--- src/source/front_end_config.svh ---
`ifndef FRONT_END_CONFIG_SVH
`define FRONT_END_CONFIG_SVH

// Width of every data word, instruction and address in the front end
`define XLEN 32

// Number of entries in the instruction buffer, must stay a power of two
`define IBUF_DEPTH 4

// Address of the first fetch after reset
`define RESET_PC 32'h0000_0000

// Encoding of ADDI x0 x0 0 that the decode register holds out of reset
`define NOP_INSTR 32'h0000_0013

`endif

--- src/source/front_end_pkg.sv ---
`default_nettype none

`include "front_end_config.svh"

package front_end_pkg;

    // One machine word, used for instructions, addresses and immediates
    typedef logic [`XLEN-1:0] data_word_t;

    // Index into the integer register file
    typedef logic [4:0] reg_addr_t;

    // Instruction class produced by the decoder
    typedef enum logic [3:0] {
        OP_LUI,
        OP_AUIPC,
        OP_JAL,
        OP_JALR,
        OP_BRANCH,
        OP_LOAD,
        OP_STORE,
        OP_ALU_IMM,
        OP_ALU,
        OP_SYSTEM,
        OP_ILLEGAL
    } fe_opcode_e;

    // Exception raised by the front end for a decoded instruction
    typedef enum logic [1:0] {
        EXC_NONE,
        EXC_INSTR_MISALIGNED,
        EXC_ILLEGAL_INSTR
    } exc_cause_e;

    // Phases of the four-phase fetch handshake
    typedef enum logic [1:0] {
        FETCH_IDLE,
        FETCH_REQ,
        FETCH_RELEASE
    } fetch_state_e;

endpackage : front_end_pkg

`default_nettype wire

--- src/source/pc_gen.sv ---
`timescale 1ns/1ns
`default_nettype none

`include "front_end_config.svh"

module pc_gen
    import front_end_pkg::*;
(
    input  wire logic        clk_i,
    input  wire logic        rst_n_i,

    input  wire logic        exception_i,
    input  wire data_word_t  handler_pc_i,
    input  wire logic        handler_return_i,
    input  wire data_word_t  return_pc_i,
    input  wire logic        redirect_i,
    input  wire data_word_t  redirect_pc_i,

    input  wire logic        full_i,

    output logic             mem_req_o,
    output data_word_t       mem_addr_o,
    input  wire logic        mem_ack_i,
    input  wire data_word_t  mem_rdata_i,

    output logic             push_o,
    output data_word_t       push_word_o,
    output data_word_t       push_pc_o,

    output logic             flush_o
);

    fetch_state_e state_q;
    fetch_state_e state_d;
    data_word_t   pc_q;
    data_word_t   pc_d;
    data_word_t   fetch_addr_q;
    data_word_t   word_q;
    logic         drop_q;
    logic         push_q;
    logic         any_redirect;
    logic         ack_seen;
    logic         accept;
    logic         start_req;

    assign any_redirect = exception_i | handler_return_i | redirect_i;
    assign ack_seen     = (state_q == FETCH_REQ) & mem_ack_i;

    // A word is kept only if no redirect came since its request was issued
    assign accept    = ack_seen & ~drop_q & ~any_redirect;
    assign start_req = (state_q == FETCH_IDLE) & ~full_i;

    // ======================================================================
    // Next PC selection
    // ======================================================================

    // Trap entry beats trap return, which beats a resolved branch or jump
    always_comb begin
        if (exception_i) begin
            pc_d = handler_pc_i;
        end else if (handler_return_i) begin
            pc_d = return_pc_i;
        end else if (redirect_i) begin
            pc_d = redirect_pc_i;
        end else if (accept) begin
            pc_d = pc_q + `XLEN'(4);
        end else begin
            pc_d = pc_q;
        end
    end

    // ======================================================================
    // Four-phase fetch handshake
    // ======================================================================

    always_comb begin
        state_d = state_q;
        case (state_q)
            FETCH_IDLE: begin
                if (start_req) begin
                    state_d = FETCH_REQ;
                end
            end
            FETCH_REQ: begin
                if (mem_ack_i) begin
                    state_d = FETCH_RELEASE;
                end
            end
            FETCH_RELEASE: begin
                // Wait for the memory to drop its ack before the next request
                if (!mem_ack_i) begin
                    state_d = FETCH_IDLE;
                end
            end
            default: begin
                state_d = FETCH_IDLE;
            end
        endcase
    end

    always_ff @(posedge clk_i) begin
        if (!rst_n_i) begin
            state_q      <= FETCH_IDLE;
            pc_q         <= `RESET_PC;
            fetch_addr_q <= `RESET_PC;
            drop_q       <= 1'b0;
            push_q       <= 1'b0;
        end else begin
            state_q <= state_d;
            pc_q    <= pc_d;
            push_q  <= accept;

            // The request address follows a redirect taken in the same cycle
            if (start_req) begin
                fetch_addr_q <= pc_d;
            end

            if (ack_seen) begin
                drop_q <= 1'b0;
            end else if (any_redirect && state_q == FETCH_REQ) begin
                drop_q <= 1'b1;
            end
        end
    end

    always_ff @(posedge clk_i) begin
        if (ack_seen) begin
            word_q <= mem_rdata_i;
        end
    end

    assign mem_req_o   = (state_q == FETCH_REQ);
    assign mem_addr_o  = fetch_addr_q;
    assign push_o      = push_q;
    assign push_word_o = word_q;
    assign push_pc_o   = fetch_addr_q;
    assign flush_o     = any_redirect;

    // Memory sees a stable address until it acknowledges
    assert property (@(posedge clk_i) disable iff (!rst_n_i)
        mem_req_o && !mem_ack_i |=> $stable(mem_addr_o));

    // A new request never starts while the previous ack is still up
    assert property (@(posedge clk_i) disable iff (!rst_n_i)
        start_req |-> !mem_ack_i);

endmodule : pc_gen

`default_nettype wire

--- src/source/instr_buffer.sv ---
`timescale 1ns/1ns
`default_nettype none

`include "front_end_config.svh"

module instr_buffer
    import front_end_pkg::*;
(
    input  wire logic        clk_i,
    input  wire logic        rst_n_i,

    input  wire logic        flush_i,
    input  wire logic        push_i,
    input  wire logic        pop_i,
    input  wire data_word_t  push_word_i,
    input  wire data_word_t  push_pc_i,

    output data_word_t       head_word_o,
    output data_word_t       head_pc_o,
    output logic             empty_o,
    output logic             full_o
);

    localparam int PTR_W = $clog2(`IBUF_DEPTH);

    data_word_t     word_mem [`IBUF_DEPTH];
    data_word_t     pc_mem   [`IBUF_DEPTH];
    logic [PTR_W:0] wr_ptr_q;
    logic [PTR_W:0] rd_ptr_q;
    logic           do_push;
    logic           do_pop;

    // A flush discards anything pushed or popped in the same cycle
    assign do_push = push_i & ~flush_i;
    assign do_pop  = pop_i & ~flush_i;

    always_ff @(posedge clk_i) begin
        if (do_push) begin
            word_mem[wr_ptr_q[PTR_W-1:0]] <= push_word_i;
            pc_mem[wr_ptr_q[PTR_W-1:0]]   <= push_pc_i;
        end
    end

    always_ff @(posedge clk_i) begin
        if (!rst_n_i) begin
            wr_ptr_q <= '0;
            rd_ptr_q <= '0;
        end else if (flush_i) begin
            wr_ptr_q <= '0;
            rd_ptr_q <= '0;
        end else begin
            if (do_push) begin
                wr_ptr_q <= wr_ptr_q + 1'b1;
            end
            if (do_pop) begin
                rd_ptr_q <= rd_ptr_q + 1'b1;
            end
        end
    end

    // Equal indexes with different wrap bits mean every slot is taken
    assign empty_o = (wr_ptr_q == rd_ptr_q);
    assign full_o  = (wr_ptr_q[PTR_W] != rd_ptr_q[PTR_W])
                   && (wr_ptr_q[PTR_W-1:0] == rd_ptr_q[PTR_W-1:0]);

    assign head_word_o = word_mem[rd_ptr_q[PTR_W-1:0]];
    assign head_pc_o   = pc_mem[rd_ptr_q[PTR_W-1:0]];

    assert property (@(posedge clk_i) disable iff (!rst_n_i)
        push_i && full_o |-> pop_i);

    assert property (@(posedge clk_i) disable iff (!rst_n_i)
        pop_i |-> !empty_o);

endmodule : instr_buffer

`default_nettype wire

--- src/source/decode_stage.sv ---
`timescale 1ns/1ns
`default_nettype none

`include "front_end_config.svh"

module decode_stage
    import front_end_pkg::*;
(
    input  wire logic        clk_i,
    input  wire logic        rst_n_i,

    input  wire logic        flush_i,
    input  wire logic        stall_i,

    input  wire logic        empty_i,
    input  wire data_word_t  head_word_i,
    input  wire data_word_t  head_pc_i,
    output logic             pop_o,

    output logic             dec_valid_o,
    output data_word_t       dec_pc_o,
    output data_word_t       dec_instr_o,
    output fe_opcode_e       dec_opcode_o,
    output reg_addr_t        dec_rd_o,
    output reg_addr_t        dec_rs1_o,
    output reg_addr_t        dec_rs2_o,
    output data_word_t       dec_imm_o,
    output exc_cause_e       dec_exc_o
);

    // Major opcode field, bits 6 to 2 of a 32-bit RV32I instruction
    localparam logic [4:0] OPC_LUI    = 5'b01101;
    localparam logic [4:0] OPC_AUIPC  = 5'b00101;
    localparam logic [4:0] OPC_JAL    = 5'b11011;
    localparam logic [4:0] OPC_JALR   = 5'b11001;
    localparam logic [4:0] OPC_BRANCH = 5'b11000;
    localparam logic [4:0] OPC_LOAD   = 5'b00000;
    localparam logic [4:0] OPC_STORE  = 5'b01000;
    localparam logic [4:0] OPC_OP_IMM = 5'b00100;
    localparam logic [4:0] OPC_OP     = 5'b01100;
    localparam logic [4:0] OPC_SYSTEM = 5'b11100;

    logic [6:0] opc_field;
    fe_opcode_e opcode;
    data_word_t imm;
    exc_cause_e cause;

    logic       valid_q;
    exc_cause_e exc_q;
    data_word_t instr_q;
    data_word_t pc_q;
    fe_opcode_e opcode_q;
    reg_addr_t  rd_q;
    reg_addr_t  rs1_q;
    reg_addr_t  rs2_q;
    data_word_t imm_q;

    // ======================================================================
    // Instruction decoder
    // ======================================================================

    assign opc_field = head_word_i[6:0];

    // Anything without the 32-bit length marker in bits 1 and 0 is illegal
    always_comb begin
        opcode = OP_ILLEGAL;
        if (opc_field[1:0] == 2'b11) begin
            case (opc_field[6:2])
                OPC_LUI:    opcode = OP_LUI;
                OPC_AUIPC:  opcode = OP_AUIPC;
                OPC_JAL:    opcode = OP_JAL;
                OPC_JALR:   opcode = OP_JALR;
                OPC_BRANCH: opcode = OP_BRANCH;
                OPC_LOAD:   opcode = OP_LOAD;
                OPC_STORE:  opcode = OP_STORE;
                OPC_OP_IMM: opcode = OP_ALU_IMM;
                OPC_OP:     opcode = OP_ALU;
                OPC_SYSTEM: opcode = OP_SYSTEM;
                default:    opcode = OP_ILLEGAL;
            endcase
        end
    end

    always_comb begin
        case (opcode)
            OP_JALR, OP_LOAD, OP_ALU_IMM: begin
                imm = {{20{head_word_i[31]}}, head_word_i[31:20]};
            end
            OP_STORE: begin
                imm = {{20{head_word_i[31]}}, head_word_i[31:25], head_word_i[11:7]};
            end
            OP_BRANCH: begin
                imm = {{19{head_word_i[31]}}, head_word_i[31], head_word_i[7],
                       head_word_i[30:25], head_word_i[11:8], 1'b0};
            end
            OP_LUI, OP_AUIPC: begin
                imm = {head_word_i[31:12], 12'b0};
            end
            OP_JAL: begin
                imm = {{11{head_word_i[31]}}, head_word_i[31], head_word_i[19:12],
                       head_word_i[20], head_word_i[30:21], 1'b0};
            end
            default: begin
                imm = '0;
            end
        endcase
    end

    // A misaligned fetch address hides any decode error
    always_comb begin
        if (head_pc_i[1:0] != 2'b00) begin
            cause = EXC_INSTR_MISALIGNED;
        end else if (opcode == OP_ILLEGAL) begin
            cause = EXC_ILLEGAL_INSTR;
        end else begin
            cause = EXC_NONE;
        end
    end

    // ======================================================================
    // Decode register
    // ======================================================================

    assign pop_o = ~empty_i & ~stall_i;

    always_ff @(posedge clk_i) begin
        if (!rst_n_i) begin
            valid_q <= 1'b0;
            exc_q   <= EXC_NONE;
            instr_q <= `NOP_INSTR;
        end else if (flush_i) begin
            valid_q <= 1'b0;
            exc_q   <= EXC_NONE;
        end else if (!stall_i) begin
            valid_q <= ~empty_i;
            if (pop_o) begin
                exc_q   <= cause;
                instr_q <= head_word_i;
            end else begin
                exc_q <= EXC_NONE;
            end
        end
    end

    always_ff @(posedge clk_i) begin
        if (pop_o) begin
            pc_q     <= head_pc_i;
            opcode_q <= opcode;
            rd_q     <= head_word_i[11:7];
            rs1_q    <= head_word_i[19:15];
            rs2_q    <= head_word_i[24:20];
            imm_q    <= imm;
        end
    end

    assign dec_valid_o  = valid_q;
    assign dec_pc_o     = pc_q;
    assign dec_instr_o  = instr_q;
    assign dec_opcode_o = opcode_q;
    assign dec_rd_o     = rd_q;
    assign dec_rs1_o    = rs1_q;
    assign dec_rs2_o    = rs2_q;
    assign dec_imm_o    = imm_q;
    assign dec_exc_o    = exc_q;

    // The back end never sees a cause without a valid instruction
    assert property (@(posedge clk_i) disable iff (!rst_n_i)
        dec_exc_o != EXC_NONE |-> dec_valid_o);

endmodule : decode_stage

`default_nettype wire

--- src/source/front_end.sv ---
`timescale 1ns/1ns
`default_nettype none

module front_end
    import front_end_pkg::*;
(
    input  wire logic        clk_i,
    input  wire logic        rst_n_i,

    input  wire logic        exception_i,
    input  wire logic        handler_return_i,
    input  wire logic        redirect_i,
    input  wire data_word_t  handler_pc_i,
    input  wire data_word_t  return_pc_i,
    input  wire data_word_t  redirect_pc_i,

    input  wire logic        stall_i,

    output logic             mem_req_o,
    output data_word_t       mem_addr_o,
    input  wire logic        mem_ack_i,
    input  wire data_word_t  mem_rdata_i,

    output logic             dec_valid_o,
    output data_word_t       dec_pc_o,
    output data_word_t       dec_instr_o,
    output fe_opcode_e       dec_opcode_o,
    output reg_addr_t        dec_rd_o,
    output reg_addr_t        dec_rs1_o,
    output reg_addr_t        dec_rs2_o,
    output data_word_t       dec_imm_o,
    output exc_cause_e       dec_exc_o
);

    logic       push;
    data_word_t push_word;
    data_word_t push_pc;
    logic       full;
    logic       flush;
    logic       empty;
    data_word_t head_word;
    data_word_t head_pc;
    logic       pop;

    // ======================================================================
    // Fetch, buffer and decode
    // ======================================================================

    pc_gen u_pc_gen (
        .clk_i            ( clk_i            ),
        .rst_n_i          ( rst_n_i          ),
        .exception_i      ( exception_i      ),
        .handler_pc_i     ( handler_pc_i     ),
        .handler_return_i ( handler_return_i ),
        .return_pc_i      ( return_pc_i      ),
        .redirect_i       ( redirect_i       ),
        .redirect_pc_i    ( redirect_pc_i    ),
        .full_i           ( full             ),
        .mem_req_o        ( mem_req_o        ),
        .mem_addr_o       ( mem_addr_o       ),
        .mem_ack_i        ( mem_ack_i        ),
        .mem_rdata_i      ( mem_rdata_i      ),
        .push_o           ( push             ),
        .push_word_o      ( push_word        ),
        .push_pc_o        ( push_pc          ),
        .flush_o          ( flush            )
    );

    instr_buffer u_instr_buffer (
        .clk_i       ( clk_i     ),
        .rst_n_i     ( rst_n_i   ),
        .flush_i     ( flush     ),
        .push_i      ( push      ),
        .pop_i       ( pop       ),
        .push_word_i ( push_word ),
        .push_pc_i   ( push_pc   ),
        .head_word_o ( head_word ),
        .head_pc_o   ( head_pc   ),
        .empty_o     ( empty     ),
        .full_o      ( full      )
    );

    decode_stage u_decode_stage (
        .clk_i        ( clk_i        ),
        .rst_n_i      ( rst_n_i      ),
        .flush_i      ( flush        ),
        .stall_i      ( stall_i      ),
        .empty_i      ( empty        ),
        .head_word_i  ( head_word    ),
        .head_pc_i    ( head_pc      ),
        .pop_o        ( pop          ),
        .dec_valid_o  ( dec_valid_o  ),
        .dec_pc_o     ( dec_pc_o     ),
        .dec_instr_o  ( dec_instr_o  ),
        .dec_opcode_o ( dec_opcode_o ),
        .dec_rd_o     ( dec_rd_o     ),
        .dec_rs1_o    ( dec_rs1_o    ),
        .dec_rs2_o    ( dec_rs2_o    ),
        .dec_imm_o    ( dec_imm_o    ),
        .dec_exc_o    ( dec_exc_o    )
    );

endmodule : front_end

`default_nettype wire

--- config.mk ---
export PLATFORM = sky130hd
export DESIGN_NAME = front_end
export DESIGN_NICKNAME = d
export VERILOG_FILES = /design/src/source/front_end_pkg.sv /design/src/source/pc_gen.sv /design/src/source/instr_buffer.sv /design/src/source/decode_stage.sv /design/src/source/front_end.sv
export VERILOG_INCLUDE_DIRS = /design/src /design/src/source
export SDC_FILE = /design/constraint.sdc
export NUM_CORES = 1
export LEC_CHECK = 0
export BUFFER_PORTS_ARGS = -buffer_cell sky130_fd_sc_hd__buf_4
export CAP_MARGIN = 10
export CORE_MARGIN = 3
export CORE_UTILIZATION = 30
export DETAILED_ROUTE_END_ITERATION = 8
export PLACE_DENSITY = 0.6
export SLEW_MARGIN = 20
export SYNTH_ARGS = -nofsm -noshare
export SYNTH_HDL_FRONTEND = slang
export SYNTH_SLANG_ARGS = --single-unit
--- constraint.sdc ---
create_clock -name clk_i -period 5.95 [get_ports clk_i]
set_input_delay 0.595 -clock clk_i [delete_from_list [all_inputs] [get_ports clk_i]]
set_output_delay 0.595 -clock clk_i [all_outputs]
set_load 0.05 [all_outputs]
# After elaboration in Yosys (flattened, before gate mapping)
# Memory sizes are Yosys's and may differ from the RTL's. A register that Yosys moved wholly into a read port is not among the register bits.
# Cells that the tools add are included.
[word_totals]
out_inout_bits = 151
mem_count = 3
elab_cells = 85
romBits = 128
reg_bits = 224
in_bits = 135
mem_bits_rw = 256
[classes]
eq_ne = 17
n_reduce_logical = 11
mux = 19
n_bitwise = 15
addsub = 3
[memory_table]
columns = ["name", "words", "width", "rd", "rd_ports_with_merged_regs", "wr", "line_no", "rtl"]
rows = [
  ["(name not given)", 32, 4, 1, 0, 0, "decode_stage.sv:68", "case (opc_field[6:2])"],
  ["u_instr_buffer.pc_mem", 4, 32, 1, 1, 1, "instr_buffer.sv:27", "data_word_t pc_mem [`IBUF_DEPTH];"],
  ["u_instr_buffer.word_mem", 4, 32, 1, 1, 1, "instr_buffer.sv:26", "data_word_t word_mem [`IBUF_DEPTH];"],
]
[ops]
columns = ["operator", "count"]
rows = [
  ["$pmux W32 S5", 1],
  ["$mux W32", 4],
  ["$add A32 B3 Y32 const B", 1],
  ["$mux W2", 10],
  ["$eq A4 B3 Y1 const B", 4],
  ["$eq A4 B2 Y1 const B", 2],
  ["$and A1 B1 Y1", 7],
  ["$add A3 B1 Y3 const B", 2],
  ["$not A1 Y1", 6],
  ["$pmux W2 S3", 1],
  ["$reduce_and A3 Y1", 2],
  ["$reduce_or A2 Y1", 3],
  ["$eq A2 B2 Y1 const B", 2],
  ["$eq A4 B1 Y1 const B", 1],
  ["$eq A4 B4 Y1 const B", 1],
  ["$logic_not A4 Y1", 1],
  ["$mux W4", 1],
  ["$ne A2 B1 Y1 const B", 2],
  ["$eq A3 B3 Y1", 1],
  ["$reduce_or A3 Y1", 1],
  ["$eq A2 B1 Y1 const B", 1],
  ["$eq A2 B2 Y1", 1],
  ["$logic_and A1 B1 Y1", 2],
  ["$logic_not A2 Y1", 1],
  ["other kinds (5)", 7],
]

# Logic depth before layout (Yosys ltp)
[depth]
ltp_word = 8
ltp_mapped = 9
ltp_nobuf = 7

# Hierarchy
# From an unflattened synthesis, not the netlist that was laid out.
[hier_totals]
hier_cells = 1225
area_unflattened_um2 = 18940.7
[by_module_without_submodules]
columns = ["mod", "cells_each", "area_each_um2", "instances", "seq_area_each_um2"]
rows = [
  ["instr_buffer", 375, 9718.1, 1, 7847.5],
  ["pc_gen", 525, 4855.9, 1, 2322.2],
  ["decode_stage", 325, 4366.7, 1, 3193.1],
]

# Worst setup path before layout
# OpenSTA, ideal clock, no wires.
[synth_timing]
kind = "input-to-reg"
startpoint = "input port stall_i"
endpoint = "register u_decode_stage.instr_q[4] (netlist: u_decode_stage.dec_instr_o[4])"
setup_time_ps = 142
required_ps = 5808
arrival_time_ps = 4163
stages = 7
path_buffers = 2
slack_ps = 1645
path_cell_list = "inv_1 o31a_1 clkbuf_1 nand2_1 clkbuf_1 nand2_1 o211ai_1"
[synth_via]
elab_chain_cells = 3
[synth_lines]
columns = ["item", "line_no", "rtl"]
rows = [
  ["from (decl)", "front_end.sv:17", "input wire logic stall_i,"],
  ["$not A1 Y1 (no source line)", "-", ""],
  ["$and A1 B1 Y1", "decode_stage.sv:124", "assign pop_o = ~empty_i & ~stall_i;"],
  ["named net pop", "front_end.sv:43", "logic pop;"],
  ["$reduce_and A3 Y1 (no source line)", "-", ""],
  ["to (signal assigned)", "decode_stage.sv:130", "instr_q <= `NOP_INSTR;"],
  ["to (signal assigned)", "decode_stage.sv:138", "instr_q <= head_word_i;"],
  ["to (decl)", "decode_stage.sv:50", "data_word_t instr_q;"],
]
# The timed path passes the listed nets, and every way through them passes these cells.
# A chain may end at the register's enable or synchronous reset.

==> flow_metrics.env <==
export IMPL_status="completed"
export IMPL_syn_area_per_cell_um2=15.58
export IMPL_drv_cap=0
export IMPL_dp_hpwl_um=32450
export IMPL_period_minus_slack_ns=3.060
export IMPL_cts_num_sinks=482
export IMPL_antenna_cells=0
export IMPL_pwr_share_clk_pct=43.0
export IMPL_coreArea_um2=60470
export IMPL_synth_top_area_share_pct=60.54
export IMPL_post_route_cell_area_um2=23060
export IMPL_num_vias=11171
export IMPL_synth_top_flop_cell="edfxtp_1"
export IMPL_synth_area_leader_cell="edfxtp_1"
export IMPL_clk_latency_ns=0.57
export IMPL_p_leak_nw=8.235
export IMPL_worst_hold_slack_ns=0.1954
export IMPL_overflow=0
export IMPL_drc_errors=0
export IMPL_critPathMaxFanout=28
export IMPL_arrival_ns=3.50
export IMPL_hold_viol_final=0
export IMPL_firstDrtPassIters=6
export IMPL_end_kind="register"
export IMPL_synth_edff_count=371
export IMPL_ir_drop_v=0.0001652
export IMPL_drt_wl_total_um=48960
export IMPL_max_slew_margin_rel_pct=28.23
export IMPL_cp_required_ns=6.39
export IMPL_avgViaCountPerCell=4.887
export IMPL_internal_power_mw=5.678
export IMPL_grt_max_degree=72
export IMPL_cpLargestDelayFamily="simple AND/OR/NAND/NOR gates"
export IMPL_place_area_um2=21370
export IMPL_pin_count=286
export IMPL_max_stage_delay_ns=0.75
export IMPL_synth_area_leaders="edfxtp_1 (61%), dfxtp_1 (12%), mux4_2 (7.8%)"
export IMPL_yosys_warnings=0
export IMPL_drive_gt1_share_pct=30.59
export IMPL_synthDistinctLibCells=65
export IMPL_startpoint_type="register"
export IMPL_rsz0062_at_grt="no"
export IMPL_slew_viol_final=0
export IMPL_fin_setup_tns_ns=0
export IMPL_syn_num_nets=1322
export IMPL_worst_slew_pin_slew_ns=1.077
export IMPL_drt_iter0_markers=859
export IMPL_setup_worst_path_class="register to register"
export IMPL_async_reset_ff_share_pct=0
export IMPL_post_cts_setup_buffer_count=0
export IMPL_cpMaxStageDelayCell="dfxtp_4"
export IMPL_swShare_pct=22.00
export IMPL_grt_pass1_wl_um=71450
export IMPL_tritoncts="done"
export IMPL_ys_seq_elements=482
export IMPL_clock_path_buffers=3
export IMPL_wl_per_cell_um=21.42
export IMPL_initial_core_util_pct=30.43
export IMPL_nets=1604
export IMPL_hold_buffers=0
export IMPL_std_cell_rows=90
export IMPL_p_comb_share_pct=5.4
export IMPL_skew_ns=0.01289
export IMPL_antenna_found_initial=0
export IMPL_cts_buffers=49
export IMPL_holdCritPathClass="input pin to register"
export IMPL_post_route_period_util_pct=51.42
export IMPL_place_gp_congestion=0.8777
export IMPL_finalSetupViolCount=0
export IMPL_clock_tree_root_cell="clkbuf_16"
export IMPL_placed_cells=2192
export IMPL_fillers=5623
export IMPL_die_area_um2=64350
export IMPL_yosysSeqAreaShare_pct=72.61
export IMPL_layout_cells_non_filler=2286
export IMPL_critPathBufInv=0
export IMPL_portBuffers=285
export IMPL_track_usage_pct=14.82
export IMPL_die_x_um=253.7
export IMPL_worstPathCellList="mux4_2, nand3b_1, nor3_1, a221oi_1, nand4_1, a21oi_1"
export IMPL_fmax_mhz=326.8
export IMPL_netlist_area_um2=18400
export IMPL_final_antenna_net_count=0
export IMPL_post_cts_resized=0
export IMPL_grt_pass1_vias=11017
export IMPL_synth_cells=1181
export IMPL_die_h_um=253.7
export IMPL_syn2layout_area_growth_pct=25.32
export IMPL_power_per_cell_area_nw_per_um2=315.7
export IMPL_seq_power_share_pct=51.6
export IMPL_clkTransAtPathRegs_ns=0.06
export IMPL_p_sw_mw=1.602
export IMPL_htreeDepth=2
==> layout make-up <==
cell class	count	area, um^2	share of cell area (%)
Clock buffer	63	1341	5.816
Timing Repair Buffer	297	2282	9.896
Inverter	22	82.58	0.3581
Multi-Input combinational cell	611	4712	20.43
Tap cell	782	978.4	4.243
Clock inverter	29	295.3	1.280
Sequential cell	482	13370	57.98
==> per-stage QoR <==
stage,utilization [%],power (mW),setup WS (ns)
after floorplan,-,4.018,1.645
after global placement,35.34,4.222,2.542
after detailed placement,35.34,4.228,2.488
after CTS,38.05,7.355,2.804
after global routing,38.14,7.540,2.619
final,38.14,7.280,2.890
==> synthesized netlist by cell type, types with 9 or more instances <==
library cell and number:
nand2b_1 10, and2_1 9, nor2_1 66, and3_1 22, a21oi_1 65, dfxtp_1 111
a221oi_1 17, nor3_1 9, mux4_2 64, o21ai_0 33, clkbuf_1 52, nand2_1 106
nand3_1 23, o22ai_1 9, a21o_1 22, nand4_1 10, xor2_1 12, inv_1 21
xnor2_1 21, edfxtp_1 371
==> sequential cells by signal (all words and copies together), names as in the netlist, 2 cells and up, named ones only <==
| register | count |
|---|---|
| u_decode_stage.dec_exc_o | 2 |
| u_decode_stage.dec_imm_o | 32 |
| u_decode_stage.dec_instr_o | 32 |
| u_decode_stage.dec_opcode_o | 4 |
| u_decode_stage.dec_pc_o | 32 |
| u_decode_stage.dec_rd_o | 5 |
| u_decode_stage.dec_rs1_o | 5 |
| u_decode_stage.dec_rs2_o | 5 |
| u_instr_buffer.pc_mem | 128 |
| u_instr_buffer.rd_ptr_q | 3 |
| u_instr_buffer.word_mem | 128 |
| u_instr_buffer.wr_ptr_q | 3 |
| u_pc_gen.mem_addr_o | 32 |
| u_pc_gen.pc_q | 32 |
| u_pc_gen.push_word_o | 32 |
| u_pc_gen.state_q | 2 |
==> cell families after synthesis <==
logic type / Yosys count / synth area share (%)
flops: 482 / 72.61
fa+ha+maj: 6 / 0.4079
compound gates: 207 / 7.404
mux: 69 / 8.104
xor+xnor: 33 / 1.571
simple gates: 296 / 7.928
buf+inv: 88 / 1.972
==> final timing paths <==
check / start / to / slack [ns] / cells after the start
worst max register to register: register / u_decode_stage.dec_exc_o[1]$_SDFFE_PP0N_ / 2.89 / 6
worst min-delay path: mem_rdata_i[27] / u_pc_gen.push_word_o[27]$_DFFE_PP_ / 0.20 / 1
worst min register to register: u_decode_stage.dec_instr_o[29]$_SDFFE_PN0P_ / u_decode_stage.dec_instr_o[29]$_SDFFE_PN0P_ / 0.45 / 2
worst max-delay path: register / u_decode_stage.dec_exc_o[1]$_SDFFE_PP0N_ / 2.89 / 6
==> power by group through the flow <==
stage | registers (mW) | logic, mW | clock network, mW
floorplan | 3.88 | 0.139 | 0
global placement | 3.83 | 0.396 | 0
detailed placement | 3.83 | 0.397 | 0
CTS | 3.76 | 0.399 | 3.20
global route | 3.77 | 0.421 | 3.35
finish | 3.76 | 0.394 | 3.13
==> placed cells by master (no fill, tap or decap), types with 18 or more instances in the layout <==
| master | Yosys | routed |
|---|---|---|
| o21ai_0 | 33 | 33 |
| dfxtp_1 | 111 | 109 |
| nand2_1 | 106 | 106 |
| a21o_1 | 22 | 22 |
| xnor2_1 | 21 | 21 |
| clkbuf_16 | 0 | 51 |
| buf_4 | 0 | 294 |
| nand3_1 | 23 | 23 |
| nor2_1 | 66 | 66 |
| edfxtp_1 | 371 | 371 |
| mux4_2 | 64 | 64 |
| inv_1 | 21 | 21 |
| and3_1 | 22 | 18 |
| a21oi_1 | 65 | 65 |
==> routing by layer <==
layer | part of all wire (%) | global-route usage (%) | up-vias
met5 | 0 | 0 | -
met4 | 1.7 | 3.850 | 0
met3 | 6.7 | 3.265 | 60
met2 | 48 | 24.32 | 416
met1 | 44 | 20.03 | 5590
li1 | - | - | 5105
Note: power is estimated with default switching activity, not from simulation.
